### config.mk
export PLATFORM = sky130hd
export DESIGN_NAME = mul_unit
export DESIGN_NICKNAME = d
export VERILOG_FILES = /design/src/logic/mul_types_pkg.sv /design/src/logic/mul_ctrl_pkg.sv /design/src/logic/mul_operand_if.sv /design/src/logic/booth_mul_core.sv /design/src/logic/mul_operand_stage.sv /design/src/logic/mul_result_stage.sv /design/src/logic/mul_unit.sv
export SDC_FILE = /design/constraint.sdc
export NUM_CORES = 1
export LEC_CHECK = 0
export BUFFER_PORTS_ARGS = -buffer_cell sky130_fd_sc_hd__buf_2
export CELL_PAD_IN_SITES_DETAIL_PLACEMENT = 1
export CELL_PAD_IN_SITES_GLOBAL_PLACEMENT = 1
export CORE_MARGIN = 3
export CORE_UTILIZATION = 49
export CTS_BUF_LIST = sky130_fd_sc_hd__clkbuf_8
export DETAILED_ROUTE_END_ITERATION = 6
export GPL_TIMING_DRIVEN = 1
export HOLD_SLACK_MARGIN = 0.06
export PLACE_DENSITY_LB_ADDON = 0.2
export SETUP_SLACK_MARGIN = 0.2
export SYNTH_ARGS = -nofsm -noshare
export SYNTH_HDL_FRONTEND = slang
export SYNTH_HIERARCHICAL = 1
export SYNTH_SLANG_ARGS = --single-unit
export TNS_END_PERCENT = 100
### constraint.sdc
create_clock -name clk -period 7 [get_ports clk]
set_input_delay 1.05 -clock clk [delete_from_list [all_inputs] [get_ports clk]]
set_output_delay 1.05 -clock clk [all_outputs]
set_load 0.005 [all_outputs]
### src/logic/mul_types_pkg.sv
package mul_types_pkg;

	// **********************************************************
	// data widths
	// **********************************************************

	// machine word, rv64 by default
	parameter int XLEN = 64;

	// one operand or one half of the product
	typedef logic [XLEN-1:0] xlen_t;

	// full double width product, hi half on top
	typedef logic [2*XLEN-1:0] prod_t;

	// operand after sign or zero extension
	// two extra bits so the unsigned range fits the signed booth core
	typedef logic [XLEN+1:0] ext_t;

	// **********************************************************
	// sign mode
	// **********************************************************

	// bit 1 for multiplicand, bit 0 for multiplier
	typedef logic [1:0] sign_mode_t;

	// bit positions inside sign_mode_t
	localparam int SIGN_MCAND  = 1;
	localparam int SIGN_MPLIER = 0;

endpackage

### src/logic/mul_ctrl_pkg.sv
package mul_ctrl_pkg;

	import mul_types_pkg::*;

	// **********************************************************
	// booth core control
	// **********************************************************

	// idle waits for operands, run iterates, done holds the product
	typedef enum logic [1:0] {
		CORE_IDLE,
		CORE_RUN,
		CORE_DONE
	} core_state_t;

	// remaining booth steps
	// full mode needs XLEN/2+1 steps
	typedef logic [$clog2(XLEN/2+2)-1:0] step_t;

endpackage

### src/logic/mul_operand_if.sv
`timescale 1ns/1ps

interface mul_operand_if
	import mul_types_pkg::*;
();

	// handshake
	logic valid;
	logic ready;

	// conditioned operands, already extended per sign mode
	ext_t mcand;
	ext_t mplier;

	// word mode flag, picks the shorter step count
	logic word;

	// operand stage side
	modport source (
		output valid,
		output mcand,
		output mplier,
		output word,
		input  ready
	);

	// booth core side
	modport sink (
		input  valid,
		input  mcand,
		input  mplier,
		input  word,
		output ready
	);

endinterface

### src/logic/booth_mul_core.sv
`timescale 1ns/1ps

module booth_mul_core
	import mul_types_pkg::*;
	import mul_ctrl_pkg::*;
#(
	parameter int XLEN = mul_types_pkg::XLEN
) (
	input  logic        clk,
	input  logic        rst,
	input  logic        flush,
	input  logic        prod_ready,
	mul_operand_if.sink opnd,
	output logic        prod_valid,
	output prod_t       prod
);

	// step counts, one booth digit per step
	localparam int FULL_STEPS = XLEN / 2 + 1;
	localparam int WORD_STEPS = XLEN / 4 + 1;

	// fewer steps leave the product this far up in the accumulator
	localparam int WORD_SHIFT = 2 * (FULL_STEPS - WORD_STEPS);

	// upper part holds sign extended 2x multiplicand plus carry room
	localparam int UP_W  = XLEN + 4;
	localparam int LOW_W = XLEN + 2;
	localparam int ACC_W = UP_W + LOW_W;

	localparam step_t FULL_STEPS_T = step_t'(FULL_STEPS);
	localparam step_t WORD_STEPS_T = step_t'(WORD_STEPS);

	core_state_t state;
	step_t       steps_left;
	logic        load;

	ext_t             mcand_q;
	logic [XLEN+2:0]  mplier_q;
	logic             word_q;
	logic signed [ACC_W-1:0] acc;

	logic signed [UP_W-1:0]  m1;
	logic signed [UP_W-1:0]  m2;
	logic signed [UP_W-1:0]  pp;
	logic signed [UP_W-1:0]  upper_sum;
	logic signed [ACC_W-1:0] acc_step;
	logic signed [ACC_W-1:0] acc_aligned;

	// **********************************************************
	// handshakes
	// **********************************************************

	// new pair only when idle
	assign opnd.ready = (state == CORE_IDLE);
	assign load       = opnd.ready && opnd.valid;
	assign prod_valid = (state == CORE_DONE);

	// **********************************************************
	// control FSM
	// **********************************************************

	always_ff @(posedge clk) begin
		if (rst) begin
			state      <= CORE_IDLE;
			steps_left <= '0;
		end else if (flush) begin
			// drop whatever is running or waiting to leave
			state <= CORE_IDLE;
		end else begin
			unique case (state)
				CORE_IDLE: begin
					if (opnd.valid) begin
						state      <= CORE_RUN;
						steps_left <= opnd.word ? WORD_STEPS_T : FULL_STEPS_T;
					end
				end
				CORE_RUN: begin
					steps_left <= steps_left - 1'b1;
					// last digit handled this cycle
					if (steps_left == step_t'(1)) begin
						state <= CORE_DONE;
					end
				end
				CORE_DONE: begin
					if (prod_ready) begin
						state <= CORE_IDLE;
					end
				end
				default: state <= CORE_IDLE;
			endcase
		end
	end

	// **********************************************************
	// booth datapath
	// **********************************************************

	// multiplicand and its double, sign extended to the upper width
	assign m1 = {{2{mcand_q[XLEN+1]}}, mcand_q};
	assign m2 = m1 <<< 1;

	// radix-4 recode of the three lowest multiplier bits
	always_comb begin
		unique case (mplier_q[2:0])
			3'b001, 3'b010: pp = m1;
			3'b011:         pp = m2;
			3'b100:         pp = -m2;
			3'b101, 3'b110: pp = -m1;
			default:        pp = '0;
		endcase
	end

	// add into the top, then two bits down keeping the sign
	assign upper_sum = acc[ACC_W-1 -: UP_W] + pp;
	assign acc_step  = $signed({upper_sum, acc[LOW_W-1:0]}) >>> 2;

	always_ff @(posedge clk) begin
		if (load) begin
			mcand_q  <= opnd.mcand;
			// appended zero is the implicit bit right of the lsb
			mplier_q <= {opnd.mplier, 1'b0};
			word_q   <= opnd.word;
			acc      <= '0;
		end else if (state == CORE_RUN) begin
			acc      <= acc_step;
			mplier_q <= $signed(mplier_q) >>> 2;
		end
	end

	// realign, word mode stopped early so shift it the rest of the way
	assign acc_aligned = word_q ? (acc >>> WORD_SHIFT) : acc;
	assign prod        = acc_aligned[2*XLEN-1:0];

endmodule

### src/logic/mul_operand_stage.sv
`timescale 1ns/1ps

module mul_operand_stage
	import mul_types_pkg::*;
#(
	parameter int XLEN = mul_types_pkg::XLEN
) (
	input  logic          clk,
	input  logic          rst,
	input  logic          flush,
	input  logic          mul_valid,
	output logic          mul_ready,
	input  logic          mulw,
	input  sign_mode_t    mul_signed,
	input  xlen_t         multiplicand,
	input  xlen_t         multiplier,
	mul_operand_if.source opnd
);

	// low half used in word mode
	localparam int HALF = XLEN / 2;

	// **********************************************************
	// operand conditioning
	// **********************************************************

	// pick full word or low half, then extend to XLEN+2 bits
	function automatic ext_t extend_operand(xlen_t value, logic word, logic is_signed);
		logic sign_bit;
		ext_t ext;
		if (word) begin
			sign_bit = is_signed & value[HALF-1];
			ext = {{(XLEN+2-HALF){sign_bit}}, value[HALF-1:0]};
		end else begin
			sign_bit = is_signed & value[XLEN-1];
			ext = {{2{sign_bit}}, value};
		end
		return ext;
	endfunction

	ext_t mcand_ext;
	ext_t mplier_ext;

	assign mcand_ext  = extend_operand(multiplicand, mulw, mul_signed[SIGN_MCAND]);
	assign mplier_ext = extend_operand(multiplier, mulw, mul_signed[SIGN_MPLIER]);

	// **********************************************************
	// holding register
	// **********************************************************

	logic held_valid;
	logic accept;
	ext_t mcand_q;
	ext_t mplier_q;
	logic word_q;

	// free slot, or the core takes the held pair on this edge
	assign mul_ready = !held_valid || opnd.ready;
	assign accept    = mul_valid && mul_ready;

	// a new request wins even on flush, flush only drops the old one
	always_ff @(posedge clk) begin
		if (rst) begin
			held_valid <= 1'b0;
		end else if (accept) begin
			held_valid <= 1'b1;
		end else if (flush || opnd.ready) begin
			held_valid <= 1'b0;
		end
	end

	// payload
	always_ff @(posedge clk) begin
		if (accept) begin
			mcand_q  <= mcand_ext;
			mplier_q <= mplier_ext;
			word_q   <= mulw;
		end
	end

	// offered to the core from the edge after acceptance
	assign opnd.valid  = held_valid;
	assign opnd.mcand  = mcand_q;
	assign opnd.mplier = mplier_q;
	assign opnd.word   = word_q;

endmodule

### src/logic/mul_result_stage.sv
`timescale 1ns/1ps

module mul_result_stage
	import mul_types_pkg::*;
#(
	parameter int XLEN = mul_types_pkg::XLEN
) (
	input  logic  clk,
	input  logic  rst,
	input  logic  flush,
	input  logic  prod_valid,
	output logic  prod_ready,
	input  prod_t prod,
	output logic  res_valid,
	input  logic  res_ready,
	output xlen_t result_hi,
	output xlen_t result_lo
);

	prod_t result_q;
	logic  load;

	// **********************************************************
	// result register
	// **********************************************************

	// empty, or the execute stage drains it this edge
	assign prod_ready = !res_valid || res_ready;
	assign load       = prod_valid && prod_ready;

	// flush beats a load, the incoming product is stale
	always_ff @(posedge clk) begin
		if (rst) begin
			res_valid <= 1'b0;
		end else if (flush) begin
			res_valid <= 1'b0;
		end else if (load) begin
			res_valid <= 1'b1;
		end else if (res_ready) begin
			res_valid <= 1'b0;
		end
	end

	// holds steady while res_valid waits
	always_ff @(posedge clk) begin
		if (load) begin
			result_q <= prod;
		end
	end

	// split toward the execute stage
	assign result_hi = result_q[2*XLEN-1:XLEN];
	assign result_lo = result_q[XLEN-1:0];

endmodule

### src/logic/mul_unit.sv
`timescale 1ns/1ps

module mul_unit
	import mul_types_pkg::*;
#(
	parameter int XLEN = mul_types_pkg::XLEN
) (
	input  logic       clk,
	input  logic       rst,
	input  logic       mul_valid,
	output logic       mul_ready,
	input  logic       flush,
	input  logic       mulw,
	input  sign_mode_t mul_signed,
	input  xlen_t      multiplicand,
	input  xlen_t      multiplier,
	output logic       res_valid,
	input  logic       res_ready,
	output xlen_t      result_hi,
	output xlen_t      result_lo
);

	// **********************************************************
	// internal links
	// **********************************************************

	// operand pair from input side to the booth core
	mul_operand_if opnd_if ();

	// product from core to result register
	logic  prod_valid;
	logic  prod_ready;
	prod_t prod;

	// request side, one waiting slot
	mul_operand_stage #(.XLEN(XLEN)) u_operand (
		.clk          (clk),
		.rst          (rst),
		.flush        (flush),
		.mul_valid    (mul_valid),
		.mul_ready    (mul_ready),
		.mulw         (mulw),
		.mul_signed   (mul_signed),
		.multiplicand (multiplicand),
		.multiplier   (multiplier),
		.opnd         (opnd_if.source)
	);

	// iterative radix-4 multiply
	booth_mul_core #(.XLEN(XLEN)) u_core (
		.clk        (clk),
		.rst        (rst),
		.flush      (flush),
		.prod_ready (prod_ready),
		.opnd       (opnd_if.sink),
		.prod_valid (prod_valid),
		.prod       (prod)
	);

	// result side, holds under back-pressure
	mul_result_stage #(.XLEN(XLEN)) u_result (
		.clk        (clk),
		.rst        (rst),
		.flush      (flush),
		.prod_valid (prod_valid),
		.prod_ready (prod_ready),
		.prod       (prod),
		.res_valid  (res_valid),
		.res_ready  (res_ready),
		.result_hi  (result_hi),
		.result_lo  (result_lo)
	);

endmodule

* Word level (Yosys, flattened, before mapping) *
Cells that the tools add are included.

word-level totals
  register bits after elaboration = 537

cells by class
  add/sub/neg operators = 4
  equal/unequal tests = 12
  multiplexer cells = 17
  bitwise logic cells = 5
  reductions and logical operators = 18

operator list
  operator             number
  $pmux 68 s4          1
  $mux 66              3
  $mux 128             1
  $add 68x68->68       1
  $neg 66->68          1
  $neg 67->68          1
  $mux 67              1
  $mux 6               2
  $pmux 6 s2           1
  $eq 3x3->1 const B   3
  $reduce_bool 2->1    4
  $eq 3x2->1 const B   2
  $eq 6x1->1 const B   1
  $mux 2               3
  $pmux 2 s3           1
  $reduce_and 3->1     2
  $reduce_or 2->1      3
  $sub 6x1->6 const B  1
  $and 1x1->1          4
  $mux 1               4
  $ne 2x2->1 const B   2
  $eq 3x1->1 const B   1
  $logic_and 1x1->1    3
  $logic_or 1x1->1     3
  6 further kinds      7

* Depth between registers and ports, before layout *
Gate-level depths: netlist (run 1).

  depth in word-level cells = 4
  depth in mapped cells = 25
  gate-level depth less buffers = 24

* Cells and area by module *
The synthesis (run 1) kept the hierarchy.

modules (own cells, without submodules)
  module             times used  cells each  area each (um^2)  sequential area each (um^2)
  booth_mul_core     1           2,185       18,641.6          6,816.5
  mul_operand_stage  1           286         4,842.1           3,953.8
  mul_result_stage   1           133         3,901.2           3,863.7

* Least setup slack after synthesis (run 1) *
OpenSTA, ideal clock, no wires.

  path type = register to register
  start point = reg u_core.mcand_q[0]
  end point = reg u_core.acc[126]
  data arrival time = 5,197 ps
  data required time = 6,856 ps
  path slack = 1,659 ps
  stages on the path, launching flop included = 22
  buffers on the path = 0
  clock period less this slack = 5,341 ps
  cell sequence = edfxtp_1 > inv_1 > ha_1 > nand4b_2 > or2_4 > or4_4 > or3_4 > or4b_1 > xor2_1 > a221oi_2 > a31oi_1 > ha_1 > nand4_1 > o41ai_1 > a31oi_1 > o41ai_2 > a31oi_1 > o31ai_2 > a31oi_1 > a21oi_1 > mux2i_1 > o311ai_0

between the ends
  longest elaborated chain between the ends = 3
  elaborated cells between the ends (all ways) = 4
  classes of those cells = add/sub: 3; mux: 1

RTL lines
  item                                        line                                          RTL
  from (decl)                                 booth_mul_core.sv:37                          ext_t mcand_q;
  from (signal assigned)                      booth_mul_core.sv:119                         mcand_q <= opnd.mcand;
  $neg 67->68 or $neg 66->68 (tied branches)  booth_mul_core.sv:107, booth_mul_core.sv:108
  $pmux 68 s4 (*)                             booth_mul_core.sv:104                         unique case (mplier_q[2:0])
  $add 68x68->68 (*)                          booth_mul_core.sv:114                         assign upper_sum = acc[ACC_W-1 -: UP_W] + pp;
  to (signal assigned)                        booth_mul_core.sv:125                         acc <= acc_step;
  to (decl)                                   booth_mul_core.sv:40                          logic signed [ACC_W-1:0] acc;

Mark *: on every way between the ends. The rest lies on a longest branch, timed or not.
A chain may end at the register's enable or synchronous reset.

* Worst setup path in the final report (run 1) *
  start point = reg u_core.mcand_q[0]
  end point = reg u_core.acc[128]

Same word-level chain as after synthesis.

==> impl_metrics.ini, run 1 <==
[status]
status = finished clean

[logic_synthesis]
synth_top_area_frac = 0.430
synth_area_sq_um = 27400
synth_ff_type = edfxtp_1
ys.warnings.count = 6
async_reset_ff_frac = 0
ys_seq_elements = 535
synth_cell_types = 91
synth_edf_count = 392
synth_area_leaders = edfxtp_1 (43%), dfxtp_1 (10%), nand2_1 (4.9%)
syn_nets = 2811
synth_area_leader_cell = edfxtp_1
syn_inst = 2604
ys_seq_area_frac = 0.534
syn_avg_cell_area_sq_um = 10.5

[timing]
fin_crit_sh = 0.914
timing.fmax_mhz = 156
rsz0062_at_grt = false
period_minus_slack_ns = 6.40
hold_violations = 0
slew_headroom = 0.279
finalClockSkew_ns = 0.0480
finalSetupViolations = 0
final.setup.tns_ns = 0
tightest_slew_ns = 1.08
timing.final.max_slew_violations = 0

[clocking]
postCtsSetupBuffers = 0
clock_path_buffers = 3
cts_tree = yes
numCtsBuffers = 89
clkSinkCount = 535
htree_levels = 3
cts_hold_buf = 0
path_clk_slew_ns = 0.06
cts_root_buf = clkbuf_8
cts_resized = 0
insertion_delay_ns = 0.70

[finish]
finalNetCount = 3018
drive_above_1_share = 0.204
fillCellCount = 6022
layout_commonest_cell = edfxtp_1
final_cell_mix = edfxtp_1 (392), nand2_1 (360), buf_2 (265), a21oi_1 (230), o21ai_0 (165)
regArea_sq_um = 14600
syn_to_final_growth_pct = 13.2
multi_input_area_sq_um = 11600

[pwr]
power.share.switching = 0.295
clkPwrFrac = 0.353
power.internal_w = 0.00557
leakagePower_nw = 12.3
p_switching_w = 0.00233
totalPowerFinal_w = 0.00790
seqPwrFrac = 0.478
combPwrFrac = 0.169
worst_ir_drop_vdd_mv = 0.155
powerDensity_nw_per_um2 = 255

[critical_path]
crit_fanout = 5
start_kind = flip-flop
critPathCaptureType = flip-flop
criticalPathCategory = reg -> reg
cp_data_arrival_time_ns = 6.97
r2r_setup_slack_ns = 0.60
cp.required_ns = 7.57

[floorplanning]
die_area_sq_um = 58800
die_x_um = 242
dieHeight_um = 242
coreArea_sq_um = 55200
pin_count = 266
initial_utilization = 0.496
fp-row-count = 86

[route]
route.detailed.drc = 0
via_per_inst = 5.84
finalWirelength_mm = 83.4
vias = 21240
first_iter_violations = 1313
avgRoutedWirePerCell_um = 22.9
drtAntennaViolNets = 0
dr.pass1.iters = 5

[grt]
grtUsageTotal = 0.277
grt_remaining_overflow = 0
grt_pass1_vias = 21955
grt_max_degree = 112
grt_pass1_wl_mm = 128
antenna_found_initial = 5

[placed_design]
portBuffers = 265
gp_congestion = 0.920
detailed_place_hpwl_mm = 59.5

[worst_hold_path]
hold_path.class = reg -> reg

[run]
cap_violations = 0
==> flip-flops by register name, indices dropped and copies added (netlist names) <==
signal and count:
u_core/acc 132, u_core/mcand_q 66, u_core/steps_left 6, u_result/res_valid 1
u_operand/opnd.word 1, u_core/word_q 1, u_core/state 2, u_operand/opnd.valid 1
u_core/mplier_q 67, u_operand/opnd.mcand 65, u_operand/opnd.mplier 65, u_result/result_q 128
==> path summary, 6_finish.rpt <==
| path | start | end | cells after the start |
|---|---|---|---|
| max | u_core/mcand_q[0] | u_core/acc[128] | 22 |
| min | u_operand/opnd.mcand[45] | u_core/mcand_q[45] | 0 |
| max reg2reg | u_core/mcand_q[0] | u_core/acc[128] | 22 |
| min reg2reg | u_operand/opnd.mcand[45] | u_core/mcand_q[45] | 0 |
==> kinds of logic (layout without fill, tap and decap cells) <==
| kind of cell | Yosys count | in the layout | share of synthesized area |
|---|---|---|---|
| AO/OA/AOI/OAI | 750 | 750 | 0.176 |
| XOR/XNOR | 148 | 148 | 0.0476 |
| adder cells (fa/ha/maj) | 71 | 71 | 0.0327 |
| buffers and inverters | 304 | 586 | 0.0445 |
| flip-flops | 535 | 535 | 0.534 |
| multiplexers | 119 | 119 | 0.0480 |
| other | 0 | 5 | 0 |
| AND/OR/NAND/NOR | 677 | 677 | 0.116 |
==> synthesized netlist by cell type (all sizes together) (21+ instances only) <==
master,instances
a221oi,26
o21ai,199
mux2i,21
inv,122
nand4,27
nor2,123
nor3,38
a22o,67
xor2,73
edfxtp,392
nand3,25
xnor2,75
clkbuf,155
a21oi,230
mux2,98
o22ai,24
nand2,364
ha,70
dfxtp,143
buf,25
a21o,60
a31oi,21
==> metrics by stage <==
| stage | hold WS [ns] | std cells | cell area [sq um] | worst slack [ns] | utilization |
|---|---|---|---|---|---|
| floorplan | 0.400 | 2604 | 27400 | 1.66 | - |
| detailed placement | 0.406 | 3468 | 29200 | 0.688 | 0.528 |
| global route | 0.396 | 3639 | 31000 | 0.261 | 0.561 |
| global placement | 0.401 | 3468 | 29200 | 0.936 | 0.528 |
| CTS | 0.407 | 3634 | 31000 | 0.619 | 0.561 |
| finish | 0.397 | 3639 | 31000 | 0.599 | 0.561 |
==> power groups by stage <==
stage / logic (W) / registers, W / clock network (W)
after floorplan: 0.000942 / 0.00373 / 0
after global placement: 0.00127 / 0.00382 / 0
after detailed placement: 0.00131 / 0.00383 / 0
after CTS: 0.00132 / 0.00377 / 0.00286
after global routing: 0.00146 / 0.00378 / 0.00301
final: 0.00133 / 0.00377 / 0.00279
==> critical path, cell delays in order, from the launching register on <==
cell and delay (ns):
edfxtp_1 0.45, inv_1 0.13, ha_1 0.28, nand4b_2 0.19, or2_4 0.30, or4_4 0.45
or3_4 0.38, or4b_1 0.56, xor2_1 0.17, a221oi_2 0.23, a31oi_1 0.08, ha_1 0.38
a21oi_1 0.21, o21a_1 0.18, nor2_1 0.05, a211oi_1 0.29, a311oi_1 0.22, a211oi_1 0.65
o21ai_1 0.23, a41o_1 0.32, nor3b_1 0.28, or4_1 0.17, nand3_1 0.07
==> cell type report <==
cell class	instances	area share
inverters	124	0.0153
clock inverters	68	0.0152
multi-input cells	1765	0.373
repair buffers	296	0.0503
diodes	5	0.000404
flip-flops and latches	535	0.472
well taps	748	0.0302
clock buffers	98	0.0435
==> metal layers <==
metal,wire [um],share of wire,vias up,global-route usage
li1,-,-,9918,-
met1,37300,0.45,10476,0.395
met2,38300,0.46,703,0.433
met3,5300,0.064,143,0.0410
met4,2530,0.030,0,0.100
met5,0,0,-,0
No activity file was read; power rests on OpenSTA's default activity.
==> run 2, diff against run 1 <==
--- a/config.mk
+++ b/config.mk
@@ -19,5 +19,4 @@
 export SYNTH_ARGS = -nofsm -noshare
 export SYNTH_HDL_FRONTEND = slang
-export SYNTH_HIERARCHICAL = 1
 export SYNTH_SLANG_ARGS = --single-unit
 export TNS_END_PERCENT = 100
==> constraint.sdc (replaced) <==
create_clock -name clk -period 7 [get_ports clk]
set_input_delay 1.4 -clock clk [delete_from_list [all_inputs] [get_ports clk]]
set_output_delay 1.4 -clock clk [all_outputs]
set_load 0.005 [all_outputs]
==> run 2 against run 1 <==
Compared with the run above:
- critical path depth up 1
- global-route usage up 1.8 points
- total power down 1.5%
- die area down 2.3%
- sequential power about the same
- cell area down 1.5%
- critical path type unchanged
- register-to-register slack worse by 0.10 ns
- wire length up 3.0%
- sequential share of layout area up 0.61 points
- non-clock buffer count up 15
==> impl_metrics.ini, run 2 <==
[logic_synthesis]
async_reset_ff_frac = 0
ys_seq_area_frac = 0.546
synth_common_cells = nand2_1 (392), edfxtp_1 (391), a21oi_1 (249), o21ai_0 (222), clkbuf_1 (146)
synth_most_common_cell = nand2_1
synth_area_leader_cell = edfxtp_1
synth_cell_types = 72
syn_avg_cell_area_sq_um = 10.3
synth_edf_count = 391
syn_nets = 2799
ys.warnings.count = 0
ys_seq_elements = 534
synth_top_area_frac = 0.439
syn_inst = 2592
synth_area_leaders = edfxtp_1 (44%), dfxtp_1 (11%), nand2_1 (5.5%)
synth_area_sq_um = 26700
synth_ff_type = edfxtp_1

[worst_hold_path]
holdPathStages = 0
min_to = u_core.mcand_q[41]
hold_start = u_operand.opnd.mcand[41]
hold_path.class = reg -> reg

[pwr]
power.internal_w = 0.00547
power.share.switching = 0.296
powerDensity_nw_per_um2 = 255
worst_ir_drop_vdd_mv = 0.223
totalPowerFinal_w = 0.00778
clkPwrFrac = 0.352
combPwrFrac = 0.164
seqPwrFrac = 0.484
p_switching_w = 0.00231
leakagePower_nw = 11.8

[floorplanning]
dieHeight_um = 240
initial_utilization = 0.502
die_x_um = 240
die_area_sq_um = 57400
fp-row-count = 84
coreArea_sq_um = 53300
pin_count = 266

[timing]
finalClockSkew_ns = 0.0460
finalSetupViolations = 0
fin_crit_sh = 0.929
slew_headroom = 0.208
timing.final.max_slew_violations = 0
period_minus_slack_ns = 6.50
tightest_slew_ns = 1.18
whs_ns = 0.418
timing.fmax_mhz = 154
final.setup.tns_ns = 0
hold_violations = 0
rsz0062_at_grt = true

[route]
drtAntennaViolNets = 0
first_iter_violations = 1667
dr.pass1.iters = 6
route.detailed.drc = 0
avgRoutedWirePerCell_um = 23.9
finalWirelength_mm = 86.0
vias = 21426
via_per_inst = 5.96

[placed_design]
portBuffers = 265
detailed_place_hpwl_mm = 61.0
placed_cells = 3431
gp_congestion = 0.896

[critical_path]
path_buf_inv = 2
crit_slowest_cell = nor3b_1
crit_path_frequent_cell = o21ai_0
start_kind = flip-flop
timing.rr.end = u_core.acc[130]
path_cells = inv_1, ha_1, nand3_1, nor2_1, nand3_1, or3_1, or3_1, nand2_1, xor2_1, o21ai_0, ha_1, nand2_1, o21ai_0, a31oi_1, o21ai_0, nor3b_1, o41ai_1, buf_4, a41oi_1, o21ai_0, nor2_1, xor2_1, o21ai_0
r2r_cells = 23
crit_start = u_core.mcand_q[1]
cp_data_arrival_time_ns = 7.03
path_delay_family = simple AND/OR/NAND/NOR gates
critPathCaptureType = flip-flop
crit_fanout = 6
critPathMaxStageDelay_ns = 0.64
r2r_setup_slack_ns = 0.50
criticalPathCategory = reg -> reg
cp.required_ns = 7.53
reg2reg_from = u_core.mcand_q[1]

[run]
cap_violations = 0

[status]
status = finished clean

[clocking]
clock_path_buffers = 3
insertion_delay_ns = 0.70
clkSinkCount = 534
htree_levels = 3
postCtsSetupBuffers = 0
numCtsBuffers = 88
path_clk_slew_ns = 0.06
cts_root_buf = clkbuf_8
cts_tree = yes

[grt]
antenna_found_initial = 2
grt_pass1_vias = 21786
grt_pass1_wl_mm = 131
grt_max_degree = 191
grt_remaining_overflow = 0
grtUsageTotal = 0.295

[finish]
final_cell_count_no_fill = 3596
finalNetCount = 3040
drive_above_1_share = 0.193
regMostFlops = u_core.acc
reg.largest.list = u_core.acc: 132 flops, u_result.result_q: 128 flops, u_core.mplier_q: 67 flops
largest_register_ffs = 132
syn_to_final_growth_pct = 14.2
final_cell_mix = nand2_1 (391), edfxtp_1 (391), buf_2 (265), a21oi_1 (249), o21ai_0 (222)
run 2: cell count changes in the layout (fill, tap and decap cells not counted), sizes merged, moves of 7 or more:
cell | before | now
a211oi | 14 | 7
a21o | 60 | 23
a21oi | 230 | 249
a22oi | 20 | 36
buf | 296 | 311
mux2i | 21 | 13
nand2 | 364 | 392
nor2 | 123 | 115
nor4 | 17 | 8
o21ai | 199 | 223
or3 | 20 | 32
run 2: layout make-up:
cell class | count | area [sq um]
Multi-Input combinational cell | 1775 | 11100
Timing Repair Buffer | 311 | 1700
Inverter | 123 | 462
Sequential cell | 534 | 14600
Antenna cell | 2 | 5.00
Clock buffer | 100 | 1380
Tap cell | 688 | 861
Fill cell | 5804 | 22800
Clock inverter | 63 | 398
run 2: logic make-up after synthesis:
kind of cell             Yosys count  synth area share
AO/OA/AOI/OAI                    741             0.168
XOR/XNOR                         148            0.0485
flip-flops                       534             0.546
adder cells (fa/ha/maj)           71            0.0335
multiplexers                     111            0.0461
buffers and inverters            283            0.0400
AND/OR/NAND/NOR                  704             0.118
run 2: worst max-delay path by stage:
stage / slack (ns) / to / cells past startpoint
after floorplan: 1.54 / u_core.acc[131] / 24
after global placement: 0.77 / u_core.acc[131] / 23
after detailed placement: 0.51 / u_core.acc[131] / 23
after CTS: 0.45 / u_core.acc[131] / 23
after global routing: 0.15 / u_core.acc[131] / 23
final: 0.50 / u_core.acc[130] / 23
run 2: through the flow:
| step | setup slack (ns) | utilization | instance area [sq um] |
|---|---|---|---|
| floorplan | 1.54 | - | 26700 |
| global placement | 0.767 | 0.539 | 28700 |
| detailed placement | 0.515 | 0.539 | 28700 |
| CTS | 0.455 | 0.573 | 30500 |
| global route | 0.149 | 0.573 | 30500 |
| finish | 0.497 | 0.573 | 30500 |
run 2: power by group through the flow:
stage               sequential [W]  clock, W  combinational [W]
floorplan                  0.00372         0           0.000858
finish                     0.00376   0.00274            0.00128
global route               0.00377   0.00294            0.00140
CTS                        0.00376   0.00280            0.00126
detailed placement         0.00382         0            0.00125
global placement           0.00381         0            0.00121
run 2: layer usage:
| layer | routed length (um) | vias to the layer above | part of all wire | GRT usage |
|---|---|---|---|---|
| li1 | - | 9901 | - | - |
| met1 | 38800 | 10733 | 0.45 | 0.423 |
| met2 | 40300 | 681 | 0.47 | 0.472 |
| met3 | 4900 | 111 | 0.057 | 0.0381 |
| met4 | 1980 | 0 | 0.023 | 0.0854 |
| met5 | 0 | - | 0 | 0 |
run 2: worst reg2reg max path, stage by stage, from the launching register on:
cell	delay, ns
edfxtp_1	0.44
inv_1	0.09
ha_1	0.21
nand3_1	0.15
nor2_1	0.38
nand3_1	0.26
or3_1	0.47
or3_1	0.39
nand2_1	0.13
xor2_1	0.09
o21ai_0	0.56
ha_1	0.43
nand2_1	0.22
o21ai_0	0.15
a31oi_1	0.22
o21ai_0	0.19
nor3b_1	0.64
o41ai_1	0.18
buf_4	0.19
a41oi_1	0.40
o21ai_0	0.17
nor2_1	0.14
xor2_1	0.17
o21ai_0	0.11
run 2: repair_timing:
action	4_1_cts	5_1_grt
setup endpoints to repair	0	6
hold buffers	0	0
gates resized for setup	0	4
